### src/logic/battleship_pkg.sv
// Sizes are fixed for a 10 by 10 board and a five ship fleet and result codes travel in the serial frame
package battleship_pkg;

    // ------------------------------
    // Board and fleet
    // ------------------------------
    localparam int BOARD_SIZE = 10;
    localparam int COORD_W    = 4;
    localparam int NUM_SHIPS  = 5;
    localparam int SHIP_ID_W  = 3;
    localparam int SHIP_LEN_W = 3;

    // Length of each ship by index, placed in this order
    localparam logic [SHIP_LEN_W-1:0] SHIP_LENGTHS [NUM_SHIPS] = '{
        3'd5,
        3'd4,
        3'd3,
        3'd3,
        3'd2
    };

    // ------------------------------
    // Serial frame
    // ------------------------------
    // MSB first: code(3) player(1) row(4) col(4) ship(3) game_over(1)
    localparam int FRAME_W = 16;

    // ------------------------------
    // Shared encodings
    // ------------------------------
    typedef enum logic [1:0] {
        cell_empty = 2'b00,
        cell_ship  = 2'b01,
        cell_miss  = 2'b10,
        cell_hit   = 2'b11
    } cell_state_t;

    typedef enum logic [2:0] {
        res_placed   = 3'd0,
        res_rejected = 3'd1,
        res_miss     = 3'd2,
        res_hit      = 3'd3,
        res_sunk     = 3'd4,
        res_win      = 3'd5,
        res_repeat   = 3'd6
    } result_t;

endpackage

### src/logic/result_serializer.sv
// Each frame takes 32 system clocks and the half period counter assumes FRAME_W is a power of two
`timescale 1ns/1ps

module result_serializer (
    input  logic                               clk,
    input  logic                               reset,
    input  logic                               frame_load,
    input  logic [battleship_pkg::FRAME_W-1:0] frame,
    output logic                               serializer_busy,
    output logic                               sclk,
    output logic                               sdo
);
    import battleship_pkg::*;

    logic [FRAME_W-1:0]           shreg;
    logic [$clog2(2*FRAME_W)-1:0] half_cnt;

    // MSB drives the line while sclk is low and zeros fill in behind
    assign sdo = shreg[FRAME_W-1];

    always_ff @(posedge clk)
    begin
        if (reset)
        begin
            serializer_busy <= 1'b0;
            sclk            <= 1'b0;
            shreg           <= '0;
            half_cnt        <= '0;
        end
        else if (frame_load)
        begin
            serializer_busy <= 1'b1;
            sclk            <= 1'b0;
            shreg           <= frame;
            half_cnt        <= '0;
        end
        else if (serializer_busy)
        begin
            sclk     <= !sclk;
            half_cnt <= half_cnt + 1'b1;
            // Next bit moves up on the falling edge of sclk
            if (sclk)
                shreg <= {shreg[FRAME_W-2:0], 1'b0};
            // Counter full means the 16th falling edge
            if (&half_cnt)
                serializer_busy <= 1'b0;
        end
    end

    a_load_when_idle: assert property (@(posedge clk) disable iff (reset)
        frame_load |-> !serializer_busy)
        else $error("frame load while serializer busy");

endmodule

### src/logic/fleet_tracker.sv
// Holds one finished result at a time and stalls the board engine while the serializer is busy
`timescale 1ns/1ps

module fleet_tracker (
    input  logic                                 clk,
    input  logic                                 reset,
    input  logic                                 event_valid,
    input  battleship_pkg::result_t              event_code,
    input  logic                                 event_player,
    input  logic [battleship_pkg::COORD_W-1:0]   event_row,
    input  logic [battleship_pkg::COORD_W-1:0]   event_col,
    input  logic [battleship_pkg::SHIP_ID_W-1:0] event_ship,
    input  logic                                 serializer_busy,
    output logic                                 tracker_hold,
    output logic                                 game_over,
    output logic                                 result_valid,
    output battleship_pkg::result_t              result,
    output logic                                 frame_load,
    output logic [battleship_pkg::FRAME_W-1:0]   frame
);
    import battleship_pkg::*;

    logic [SHIP_LEN_W-1:0] remaining [2][NUM_SHIPS];
    logic [SHIP_ID_W-1:0]  afloat    [2];
    logic                  pending;
    result_t               pend_code;
    logic [FRAME_W-1:0]    pend_frame;

    logic                  opponent;
    logic                  emit;
    logic                  consume;
    logic                  last_cell;
    logic                  last_ship;
    result_t               next_code;
    logic                  next_over;

    assign opponent     = !event_player;
    // Frame goes out once the serializer is free and not just loaded
    assign emit         = pending && !serializer_busy && !frame_load;
    assign tracker_hold = pending && !emit;
    assign consume      = event_valid && !tracker_hold;

    assign last_cell = (remaining[opponent][event_ship] == SHIP_LEN_W'(1));
    assign last_ship = (afloat[opponent] == SHIP_ID_W'(1));

    // Promote a hit on the last cell to sunk or win
    always_comb
    begin
        next_code = event_code;
        next_over = game_over;
        if ((event_code == res_hit) && last_cell)
        begin
            next_code = last_ship ? res_win : res_sunk;
            next_over = game_over || last_ship;
        end
    end

    always_ff @(posedge clk)
    begin
        if (reset)
        begin
            pending      <= 1'b0;
            game_over    <= 1'b0;
            result_valid <= 1'b0;
            frame_load   <= 1'b0;
            afloat[0]    <= '0;
            afloat[1]    <= '0;
        end
        else
        begin
            result_valid <= emit;
            frame_load   <= emit;
            if (emit)
                pending <= 1'b0;
            if (consume)
            begin
                pending   <= 1'b1;
                game_over <= next_over;
                if (event_code == res_placed)
                    afloat[event_player] <= afloat[event_player] + 1'b1;
                else if ((event_code == res_hit) && last_cell)
                    afloat[opponent] <= afloat[opponent] - 1'b1;
            end
        end
    end

    // ------------------------------
    // Ship counts and result hold
    // ------------------------------
    always_ff @(posedge clk)
    begin
        if (consume)
        begin
            pend_code  <= next_code;
            pend_frame <= {next_code, event_player, event_row, event_col,
                           event_ship, next_over};
            if (event_code == res_placed)
                remaining[event_player][event_ship] <= SHIP_LENGTHS[event_ship];
            else if (event_code == res_hit)
                remaining[opponent][event_ship] <= remaining[opponent][event_ship] - 1'b1;
        end
        if (emit)
        begin
            result <= pend_code;
            frame  <= pend_frame;
        end
    end

    // Engine only reports hits on cells still marked as ship
    a_hit_live_ship: assert property (@(posedge clk) disable iff (reset)
        (consume && (event_code == res_hit)) |-> (remaining[opponent][event_ship] != '0))
        else $error("hit on a ship with no cells left");

endmodule

### src/logic/board_engine.sv
// Moves that arrive while busy are dropped and no turn order is enforced between the players
`timescale 1ns/1ps

module board_engine (
    input  logic                                 clk,
    input  logic                                 reset,
    input  logic                                 move_strobe,
    input  logic                                 player,
    input  logic                                 horizontal,
    input  logic [battleship_pkg::COORD_W-1:0]   row,
    input  logic [battleship_pkg::COORD_W-1:0]   col,
    input  logic                                 tracker_hold,
    input  logic                                 game_over,
    output logic                                 busy,
    output logic                                 event_valid,
    output battleship_pkg::result_t              event_code,
    output logic                                 event_player,
    output logic [battleship_pkg::COORD_W-1:0]   event_row,
    output logic [battleship_pkg::COORD_W-1:0]   event_col,
    output logic [battleship_pkg::SHIP_ID_W-1:0] event_ship
);
    import battleship_pkg::*;

    typedef enum logic [2:0] {
        st_idle,
        st_check,
        st_scan,
        st_write,
        st_shot_read,
        st_shot_write,
        st_report
    } state_t;

    state_t                state;

    // Accepted move
    logic                  mv_player;
    logic                  mv_horizontal;
    logic [COORD_W-1:0]    mv_row;
    logic [COORD_W-1:0]    mv_col;

    logic [SHIP_ID_W-1:0]  placed_cnt [2];
    logic [SHIP_LEN_W-1:0] step;

    cell_state_t           board    [2][BOARD_SIZE][BOARD_SIZE];
    logic [SHIP_ID_W-1:0]  ship_map [2][BOARD_SIZE][BOARD_SIZE];
    cell_state_t           shot_cell;
    logic [SHIP_ID_W-1:0]  shot_ship;

    logic [SHIP_ID_W-1:0]  ship_idx;
    logic                  fleet_full;
    logic                  placing;
    logic [SHIP_LEN_W-1:0] ship_len;
    logic [COORD_W:0]      end_pos;
    logic                  reject;
    logic [COORD_W-1:0]    cur_row;
    logic [COORD_W-1:0]    cur_col;
    logic                  rd_player;
    cell_state_t           rd_cell;
    logic                  board_we;
    logic                  wr_player;
    cell_state_t           wr_cell;

    // ------------------------------
    // Move checks
    // ------------------------------
    assign ship_idx   = placed_cnt[mv_player];
    assign fleet_full = (ship_idx == SHIP_ID_W'(NUM_SHIPS));
    assign placing    = !((placed_cnt[0] == SHIP_ID_W'(NUM_SHIPS)) &&
                          (placed_cnt[1] == SHIP_ID_W'(NUM_SHIPS)));
    assign ship_len   = fleet_full ? '0 : SHIP_LENGTHS[ship_idx];

    // Last cell along the ship axis is one bit wider so it cannot wrap
    assign end_pos = (mv_horizontal ? {1'b0, mv_col} : {1'b0, mv_row})
                     + (COORD_W + 1)'(ship_len) - 1'b1;

    assign reject = game_over
                    || (mv_row >= COORD_W'(BOARD_SIZE))
                    || (mv_col >= COORD_W'(BOARD_SIZE))
                    || (placing && (fleet_full || end_pos >= (COORD_W + 1)'(BOARD_SIZE)));

    // Step walks along the ship and stays zero for shots
    assign cur_row = mv_horizontal ? mv_row : mv_row + COORD_W'(step);
    assign cur_col = mv_horizontal ? mv_col + COORD_W'(step) : mv_col;

    // Placements touch the own board, shots the opponent's
    assign rd_player = (state == st_scan) ? mv_player : !mv_player;
    assign rd_cell   = board[rd_player][cur_row][cur_col];

    assign board_we  = (state == st_write) ||
                       ((state == st_shot_write) &&
                        ((shot_cell == cell_ship) || (shot_cell == cell_empty)));
    assign wr_player = (state == st_write) ? mv_player : !mv_player;
    assign wr_cell   = (state == st_write)       ? cell_ship :
                       (shot_cell == cell_ship)  ? cell_hit  : cell_miss;

    assign busy         = (state != st_idle);
    assign event_valid  = (state == st_report);
    assign event_player = mv_player;
    assign event_row    = mv_row;
    assign event_col    = mv_col;

    // ------------------------------
    // Control FSM
    // ------------------------------
    always_ff @(posedge clk)
    begin
        if (reset)
        begin
            state         <= st_idle;
            placed_cnt[0] <= '0;
            placed_cnt[1] <= '0;
            step          <= '0;
            event_code    <= res_rejected;
            event_ship    <= '0;
        end
        else
        begin
            case (state)
                st_idle:
                    if (move_strobe)
                        state <= st_check;
                st_check:
                begin
                    step       <= '0;
                    event_ship <= '0;
                    if (reject)
                    begin
                        event_code <= res_rejected;
                        state      <= st_report;
                    end
                    else if (placing)
                    begin
                        event_ship <= ship_idx;
                        state      <= st_scan;
                    end
                    else
                        state <= st_shot_read;
                end
                st_scan:
                    if (rd_cell != cell_empty)
                    begin
                        event_code <= res_rejected;
                        event_ship <= '0;
                        state      <= st_report;
                    end
                    else if (step == ship_len - 1'b1)
                    begin
                        step  <= '0;
                        state <= st_write;
                    end
                    else
                        step <= step + 1'b1;
                st_write:
                    if (step == ship_len - 1'b1)
                    begin
                        event_code            <= res_placed;
                        placed_cnt[mv_player] <= placed_cnt[mv_player] + 1'b1;
                        state                 <= st_report;
                    end
                    else
                        step <= step + 1'b1;
                st_shot_read:
                    state <= st_shot_write;
                st_shot_write:
                begin
                    state <= st_report;
                    case (shot_cell)
                        cell_ship:
                        begin
                            event_code <= res_hit;
                            event_ship <= shot_ship;
                        end
                        cell_empty:
                            event_code <= res_miss;
                        default:
                            event_code <= res_repeat;
                    endcase
                end
                st_report:
                    if (!tracker_hold)
                        state <= st_idle;
                default:
                    state <= st_idle;
            endcase
        end
    end

    // Move and shot capture
    always_ff @(posedge clk)
    begin
        if ((state == st_idle) && move_strobe)
        begin
            mv_player     <= player;
            mv_horizontal <= horizontal;
            mv_row        <= row;
            mv_col        <= col;
        end
        if (state == st_shot_read)
        begin
            shot_cell <= rd_cell;
            shot_ship <= ship_map[!mv_player][cur_row][cur_col];
        end
    end

    // ------------------------------
    // Boards
    // ------------------------------
    always_ff @(posedge clk)
    begin
        if (reset)
        begin
            for (int p = 0; p < 2; p++)
                for (int r = 0; r < BOARD_SIZE; r++)
                    for (int c = 0; c < BOARD_SIZE; c++)
                        board[p][r][c] <= cell_empty;
        end
        else if (board_we)
            board[wr_player][cur_row][cur_col] <= wr_cell;
    end

    always_ff @(posedge clk)
    begin
        if (state == st_write)
            ship_map[mv_player][cur_row][cur_col] <= ship_idx;
    end

    // Every write lands on a cell of the board
    a_write_in_board: assert property (@(posedge clk) disable iff (reset)
        board_we |-> (cur_row < COORD_W'(BOARD_SIZE)) && (cur_col < COORD_W'(BOARD_SIZE)))
        else $error("board write outside the board");

    // Tracker back-pressure must freeze the whole event
    a_event_stable: assert property (@(posedge clk) disable iff (reset)
        (event_valid && tracker_hold) |=> event_valid && $stable(event_code)
            && $stable(event_ship) && $stable(event_player)
            && $stable(event_row) && $stable(event_col))
        else $error("event changed while tracker held it");

endmodule

### src/logic/battleship_top.sv
// Two player game core with no turn order and results reported in move acceptance order
`timescale 1ns/1ps

module battleship_top (
    input  logic                               clk,
    input  logic                               reset,
    input  logic                               move_strobe,
    input  logic                               player,
    input  logic                               horizontal,
    input  logic [battleship_pkg::COORD_W-1:0] row,
    input  logic [battleship_pkg::COORD_W-1:0] col,
    output logic                               busy,
    output logic                               result_valid,
    output logic                               game_over,
    output logic                               sclk,
    output logic                               sdo,
    output battleship_pkg::result_t            result
);
    import battleship_pkg::*;

    // Engine to tracker
    logic                 event_valid;
    result_t              event_code;
    logic                 event_player;
    logic [COORD_W-1:0]   event_row;
    logic [COORD_W-1:0]   event_col;
    logic [SHIP_ID_W-1:0] event_ship;
    logic                 tracker_hold;

    // Tracker to serializer
    logic                 frame_load;
    logic [FRAME_W-1:0]   frame;
    logic                 serializer_busy;

    board_engine u_engine (
        .clk          (clk),
        .reset        (reset),
        .move_strobe  (move_strobe),
        .player       (player),
        .horizontal   (horizontal),
        .row          (row),
        .col          (col),
        .tracker_hold (tracker_hold),
        .game_over    (game_over),
        .busy         (busy),
        .event_valid  (event_valid),
        .event_code   (event_code),
        .event_player (event_player),
        .event_row    (event_row),
        .event_col    (event_col),
        .event_ship   (event_ship)
    );

    fleet_tracker u_tracker (
        .clk             (clk),
        .reset           (reset),
        .event_valid     (event_valid),
        .event_code      (event_code),
        .event_player    (event_player),
        .event_row       (event_row),
        .event_col       (event_col),
        .event_ship      (event_ship),
        .serializer_busy (serializer_busy),
        .tracker_hold    (tracker_hold),
        .game_over       (game_over),
        .result_valid    (result_valid),
        .result          (result),
        .frame_load      (frame_load),
        .frame           (frame)
    );

    result_serializer u_serializer (
        .clk             (clk),
        .reset           (reset),
        .frame_load      (frame_load),
        .frame           (frame),
        .serializer_busy (serializer_busy),
        .sclk            (sclk),
        .sdo             (sdo)
    );

endmodule

### config.mk
export PLATFORM = sky130hd
export DESIGN_NAME = battleship_top
export DESIGN_NICKNAME = d
export VERILOG_FILES = /design/src/logic/battleship_pkg.sv /design/src/logic/result_serializer.sv /design/src/logic/fleet_tracker.sv /design/src/logic/board_engine.sv /design/src/logic/battleship_top.sv
export SDC_FILE = /design/constraint.sdc
export NUM_CORES = 2
export LEC_CHECK = 0
export BUFFER_PORTS_ARGS = -buffer_cell sky130_fd_sc_hd__buf_2
export CAP_MARGIN = 40
export CORE_UTILIZATION = 50
export CTS_BUF_LIST = sky130_fd_sc_hd__clkbuf_2
export DETAILED_ROUTE_END_ITERATION = 10
export PLACE_DENSITY = 0.65
export REMOVE_ABC_BUFFERS = 1
export SETUP_SLACK_MARGIN = 0.05
export SYNTH_ARGS = -nofsm -noshare
export SYNTH_HDL_FRONTEND = slang
export SYNTH_SLANG_ARGS = --single-unit
### constraint.sdc
create_clock -name clk -period 9 [get_ports clk]
set_input_delay 1.8 -clock clk [delete_from_list [all_inputs] [get_ports clk]]
set_output_delay 1.8 -clock clk [all_outputs]
set_load 0.01 [all_outputs]
Word-level counts from Yosys, hierarchy flattened

Memories as Yosys holds them, arrays and structs flattened. A register that Yosys moved wholly into a read port is not among the register bits.
Index checks and enable logic that the tools add are counted.

Flip-flop bits (word level): 91
Bits in writable memories: 1042
ROM bits: 48
Input port bits: 13
Output and inout bits: 8
Memories kept: 7

Memory list:

| memory              | depth | width | read ports | clocked after Yosys merged registers in | write ports | RTL line            | text |
|---|---|---|---|---|---|---|---|
| u_engine.ship_map   | 2     | 300   | 1          | 0                                       | 1           | board_engine.sv:46  | `logic [SHIP_ID_W-1:0] ship_map [2][BOARD_SIZE][BOARD_SIZE];` |
| u_engine.board      | 2     | 200   | 1          | 0                                       | 2           | board_engine.sv:45  | `cell_state_t board [2][BOARD_SIZE][BOARD_SIZE];` |
| u_tracker.remaining | 2     | 15    | 1          | 0                                       | 1           | fleet_tracker.sv:23 | `logic [SHIP_LEN_W-1:0] remaining [2][NUM_SHIPS];` |
| (no name shown)     | 8     | 3     | 1          | 0                                       | 0           | board_engine.sv:71  | `assign ship_len = fleet_full ? '0 : SHIP_LENGTHS[ship_idx];` |
| (no name shown)     | 8     | 3     | 1          | 0                                       | 0           | fleet_tracker.sv:98 | `remaining[event_player][event_ship] <= SHIP_LENGTHS[event_ship];` |
| u_engine.placed_cnt | 2     | 3     | 3          | 1                                       | 2           | board_engine.sv:42  | `logic [SHIP_ID_W-1:0] placed_cnt [2];` |
| 1 more memories     | -     | -     | -          | -                                       | -           | -                   |  |

$add $sub $neg: 11
Magnitude comparators: 10
Eq/ne operators: 23
Mux-type cells: 112
Bitwise gates (word level): 4
Reductions and logical operators: 49

Operators with widths:

| kind                                                      | count |
|---|---|
| two-way mux 200 bit                                       | 3 |
| two-way mux 300 bit                                       | 1 |
| OR reduction 200 bit                                      | 1 |
| binary-select mux 30 bit (select 4 bit)                   | 1 |
| demux 30 bit (select 4 bit)                               | 1 |
| two-way mux 3 bit                                         | 32 |
| two-way mux 30 bit                                        | 3 |
| binary-select mux 20 bit (select 4 bit)                   | 1 |
| demux 20 bit (select 4 bit)                               | 1 |
| two-way mux 15 bit                                        | 4 |
| two-way mux 20 bit                                        | 3 |
| two-way mux 16 bit                                        | 3 |
| two-way mux 1 bit                                         | 41 |
| case mux 3 bit (7 select lines)                           | 1 |
| == test 3 bit (second input constant)                     | 6 |
| case mux 3 bit (3 select lines)                           | 2 |
| greater-or-equal comparator 4 bit (second input constant) | 4 |
| OR reduction 15 bit                                       | 1 |
| inequality test 2 bit (second input constant)             | 7 |
| binary-select mux 3 bit (select 4 bit)                    | 1 |
| demux 3 bit (select 4 bit)                                | 1 |
| logical AND 1 bit                                         | 12 |
| two-way mux 4 bit                                         | 3 |
| case mux 3 bit (4 select lines)                           | 1 |
| other kinds (37)                                          | 75 |

Longest topological paths before layout

An unclocked memory read counts as a cell.

Word-level depth: 14
Mapped depth: 17
Depth with buffers taken out: 15

Modules after synthesis

From an unflattened synthesis, not the netlist that was laid out.

Cells, all modules: 4029
Area total of the unflattened synthesis: 51287.9 µm²

Modules (own cells, without submodules):

| module            | instances | cells each | area an instance (µm²) |
|---|---|---|---|
| board_engine      | 1         | 3707       | 46814.9 |
| fleet_tracker     | 1         | 203        | 3119.2 |
| result_serializer | 1         | 119        | 1353.8 |

Worst setup path before layout

Ideal clock, no wire load.

Path type: register -> register
Start point: register u_engine.mv_row[0], in the netlist u_engine.event_row[0]
End point: memory u_engine.board[1][0] (netlist bit) (data pin)
Setup time: 1.006 ns
Arrival: 6.973 ns
Data required time: 7.994 ns
Path slack: 1.021 ns
Cell stages (with the launch flop): 13
Path buffers: 0
Clock period less this slack: 7.979 ns
Cell sequence: edfxtp_1 > ha_1 > fa_1 > nand2b_1 > o21a_1 > nor4_2 > nand2_1 > and4_1 > nand4_1 > nor4_1 > nand4_1 > o31a_2 > a21boi_0

RTL lines:

| element                | RTL line            | text |
|---|---|---|
| start, declared        | board_engine.sv:39  | `logic [COORD_W-1:0] mv_row;` |
| start signal, assigned | board_engine.sv:196 | `mv_row <= row;` |
| end, declared          | board_engine.sv:45  |  |

==> impl_metrics.ini <==
[placement]
dp_slack_ns = 2.611
place_inst = 4826
io_buffers = 20
place.detailed.hpwl_um = 78970
place_congestion = 0.8958

[clock_tree]
clock_path_buffers = 4
cts.repair.resized = 0
path_clk_slew_ns = 0.09
postCtsHoldBufs = 0
cts_sinks = 1128
clockRootBuffer = clkbuf_2
post-cts-setup-buffers = 0
numCtsBuffers = 299
clkLatencyLatePin_ns = 1.50
cts_max_level = 5
cts_tree = built

[global_routing]
overflow = 0
antenna_found_initial = 2
grt_pass1_vias = 32320
grt_pass1_wl_um = 197200
grt_util_all_layers_pct = 26.55
grt_max_degree = 132

[worst_setup_path]
cpLargestDelayFamily = simple AND/OR/NAND/NOR gates
slowest_stage = nand2_4
slowest_delay_ns = 0.76
arrival_ns = 7.74
path_buf_inv = 3
start_kind = flop
cp_max_fo = 62
crit_top_cell = buf_4
crit_type = flop to flop
path_cells = ha_1 -> fa_1 -> nor3_1 -> a21oi_4 -> buf_4 -> nor2_1 -> buf_4 -> nand2_1 -> o2111ai_1 -> nor4_1 -> nand4_1 -> o31a_2 -> nand2_4 -> buf_4 -> o21ai_0
worstSetupEndpointType = flop
crit_required_ns = 10.12

[yosys]
syn-cell-area_um2 = 49120
syn_inst = 3727
synthArstFlopShare_pct = 0
yosys_warnings = 0
synth_seq_cells = 1128
avgSynthCellArea_um2 = 13.18
synth_cell_types = 80
dominantRegCellSynth = edfxtp_1
yosysSeqAreaShare_pct = 68.16
synth_edf_count = 1089

[finish]
syn2layout_area_growth_pct = 8.145
nNetsFinal = 3892
drive_above_1_share_pct = 15.12
final_cell_mix = 1,089 x edfxtp_1, 496 x nor2_1, 447 x mux2i_1, 413 x clkbuf_2, 354 x o21ai_0
finalNonFillerCells = 5310
final_common_cell = edfxtp_1

[timing]
worst_pin_slew_ns = 1.009
setup_slack_ns = 2.382
fin_skew_ns = 0.1477
fin_crit_sh_pct = 73.53
maxSlewViolCount = 0
fin_crit_ns = 6.618
slew_headroom_pct = 31.86
rsz0062_at_grt = no
setup_viol = 0
max_freq_ghz = 0.1511
finalHoldViolations = 0
tns_ns = 0

[routing]
first_iter_violations = 3458
drc = 4
drtPass1Iterations = 11
vias = 32690
vias_per_cell = 6.156
ant_nets = 0
wl_per_cell_um = 25.01
drt_wl_total_um = 132800

[job]
cap_violations = 0

[floorplanning]
rows = 114
coreArea_um2 = 96990
io-pin-count = 21
die_y_um = 315.4
die_x_um = 315.4
start_util_pct = 50.65
die-area_um2 = 99510

[power]
power.leakage_nw = 18.42
ir_worst_vdd_v = 0.0002636
power.switching_mw = 5.187
p_clk_share_pct = 24.0
switching_share_pct = 37.05
power_density_nw_per_um2 = 263.5
combPwrFrac_pct = 31.8
p_int_mw = 8.812
seq_power_share_pct = 44.1

[run_status]
status = finished with violations
failed_checks = design-rule violations

[hold_path]
hp-class = flop to flop
metrics by stage:
stage / instance area, um^2 / power [mW] / utilization [%] / hold slack, ns
2_1_floorplan: 47830 / 9.667 / - / 0.4003
3_3_place_gp: 50370 / 10.53 / 51.93 / 0.4012
3_5_place_dp: 50630 / 10.63 / 52.20 / 0.4045
4_1_cts: 53080 / 13.96 / 54.73 / 0.2909
5_1_grt: 53120 / 14.53 / 54.77 / 0.3782
6_report: 53130 / 14.00 / 54.77 / 0.4217
worst reg2reg max path: stages, from the launching register on:
cell and delay [ns]:
edfxtp_1 0.53, ha_1 0.29, fa_1 0.57, nor3_1 0.12, a21oi_4 0.55, buf_4 0.59
nor2_1 0.30, buf_4 0.25, nand2_1 0.23, o2111ai_1 0.15, nor4_1 0.43, nand4_1 0.17
o31a_2 0.47, nand2_4 0.76, buf_4 0.60, o21ai_0 0.26
per-layer routing:
layer	share of wire (%)	global-route usage, %
met4	3.5	11.46
met1	40	35.40
met3	10	6.474
met2	47	41.59
met5	0	0
power groups by stage:
stage | logic (mW) | registers (mW) | clock network [mW]
after floorplan | 3.22 | 6.44 | 0
after global placement | 4.24 | 6.29 | 0
after detailed placement | 4.34 | 6.30 | 0
after CTS | 4.35 | 6.18 | 3.43
after global routing | 4.66 | 6.20 | 3.68
final | 4.46 | 6.18 | 3.36
cells in the mapped netlist, types with 9 or more instances:
master / instances / share of area [%]
nand3_1: 50 / 0.51
o311ai_1: 9 / 0.16
a31oi_1: 11 / 0.14
a21o_1: 9 / 0.14
mux2i_1: 447 / 9.1
o211ai_1: 17 / 0.26
a21oi_1: 125 / 1.3
inv_1: 21 / 0.16
nor2b_1: 10 / 0.13
o21ai_0: 355 / 3.6
mux2_2: 12 / 0.28
buf_4: 28 / 0.43
edfxtp_1: 1089 / 67
a211oi_1: 12 / 0.18
nand2b_1: 20 / 0.25
nand4_1: 16 / 0.20
nor4_1: 10 / 0.13
buf_1: 29 / 0.22
ha_1: 23 / 0.59
nor2_1: 501 / 3.8
o22ai_1: 169 / 2.2
clkbuf_1: 139 / 1.1
a22oi_1: 39 / 0.60
nor3_1: 17 / 0.17
nand2_1: 261 / 2.0
o2111ai_1: 12 / 0.21
buf_2: 80 / 0.82
dfxtp_1: 39 / 1.6
xnor2_1: 9 / 0.16
worst paths after layout:
kind,from,to,slack (ns),cells after the start
worst max-delay path,u_engine.event_row[0]$_DFFE_PP_,u_engine.board[0][194]$_SDFFCE_PN0P_,2.38,15
worst min-delay path,u_tracker.pend_frame[0]$_DFFE_PP_,u_tracker.frame[0]$_DFFE_PP_,0.42,0
worst max register to register,u_engine.event_row[0]$_DFFE_PP_,u_engine.board[0][194]$_SDFFCE_PN0P_,2.38,15
worst min register to register,u_tracker.pend_frame[0]$_DFFE_PP_,u_tracker.frame[0]$_DFFE_PP_,0.42,0
registers in the layout, indices dropped and copies added, names as in the netlist, 5 cells and up, named ones only:
register / cells
u_tracker.frame: 15
u_tracker.pend_frame: 15
u_tracker.remaining: 30
u_tracker.afloat: 6
u_serializer.shreg: 16
u_engine.placed_cnt: 6
u_serializer.half_cnt: 5
u_engine.ship_map: 600
u_engine.board: 400
layout make-up:
cell class	count	area, um^2
fillers	8226	43870
flip-flops and latches	1128	33480
diodes	5	12.51
well taps	1276	1597
clock buffers	413	2067
inverters	21	88.84
repair buffers	110	991.0
multi-input cells	2293	14510
clock inverters	64	382.9
cell families (layout without fill, tap and decap cells):
group	count (synthesis)	in the layout	synth area share [%]
multiplexers	465	465	9.658
AO/OA/AOI/OAI	845	845	10.28
AND/OR/NAND/NOR	940	940	8.074
adder cells (fa/ha/maj)	26	26	0.7081
buffers and inverters	306	608	2.791
flip-flops	1128	1128	68.16
XOR/XNOR	17	17	0.3337
other	0	5	0
Note: power is estimated with default switching activity, not from simulation.
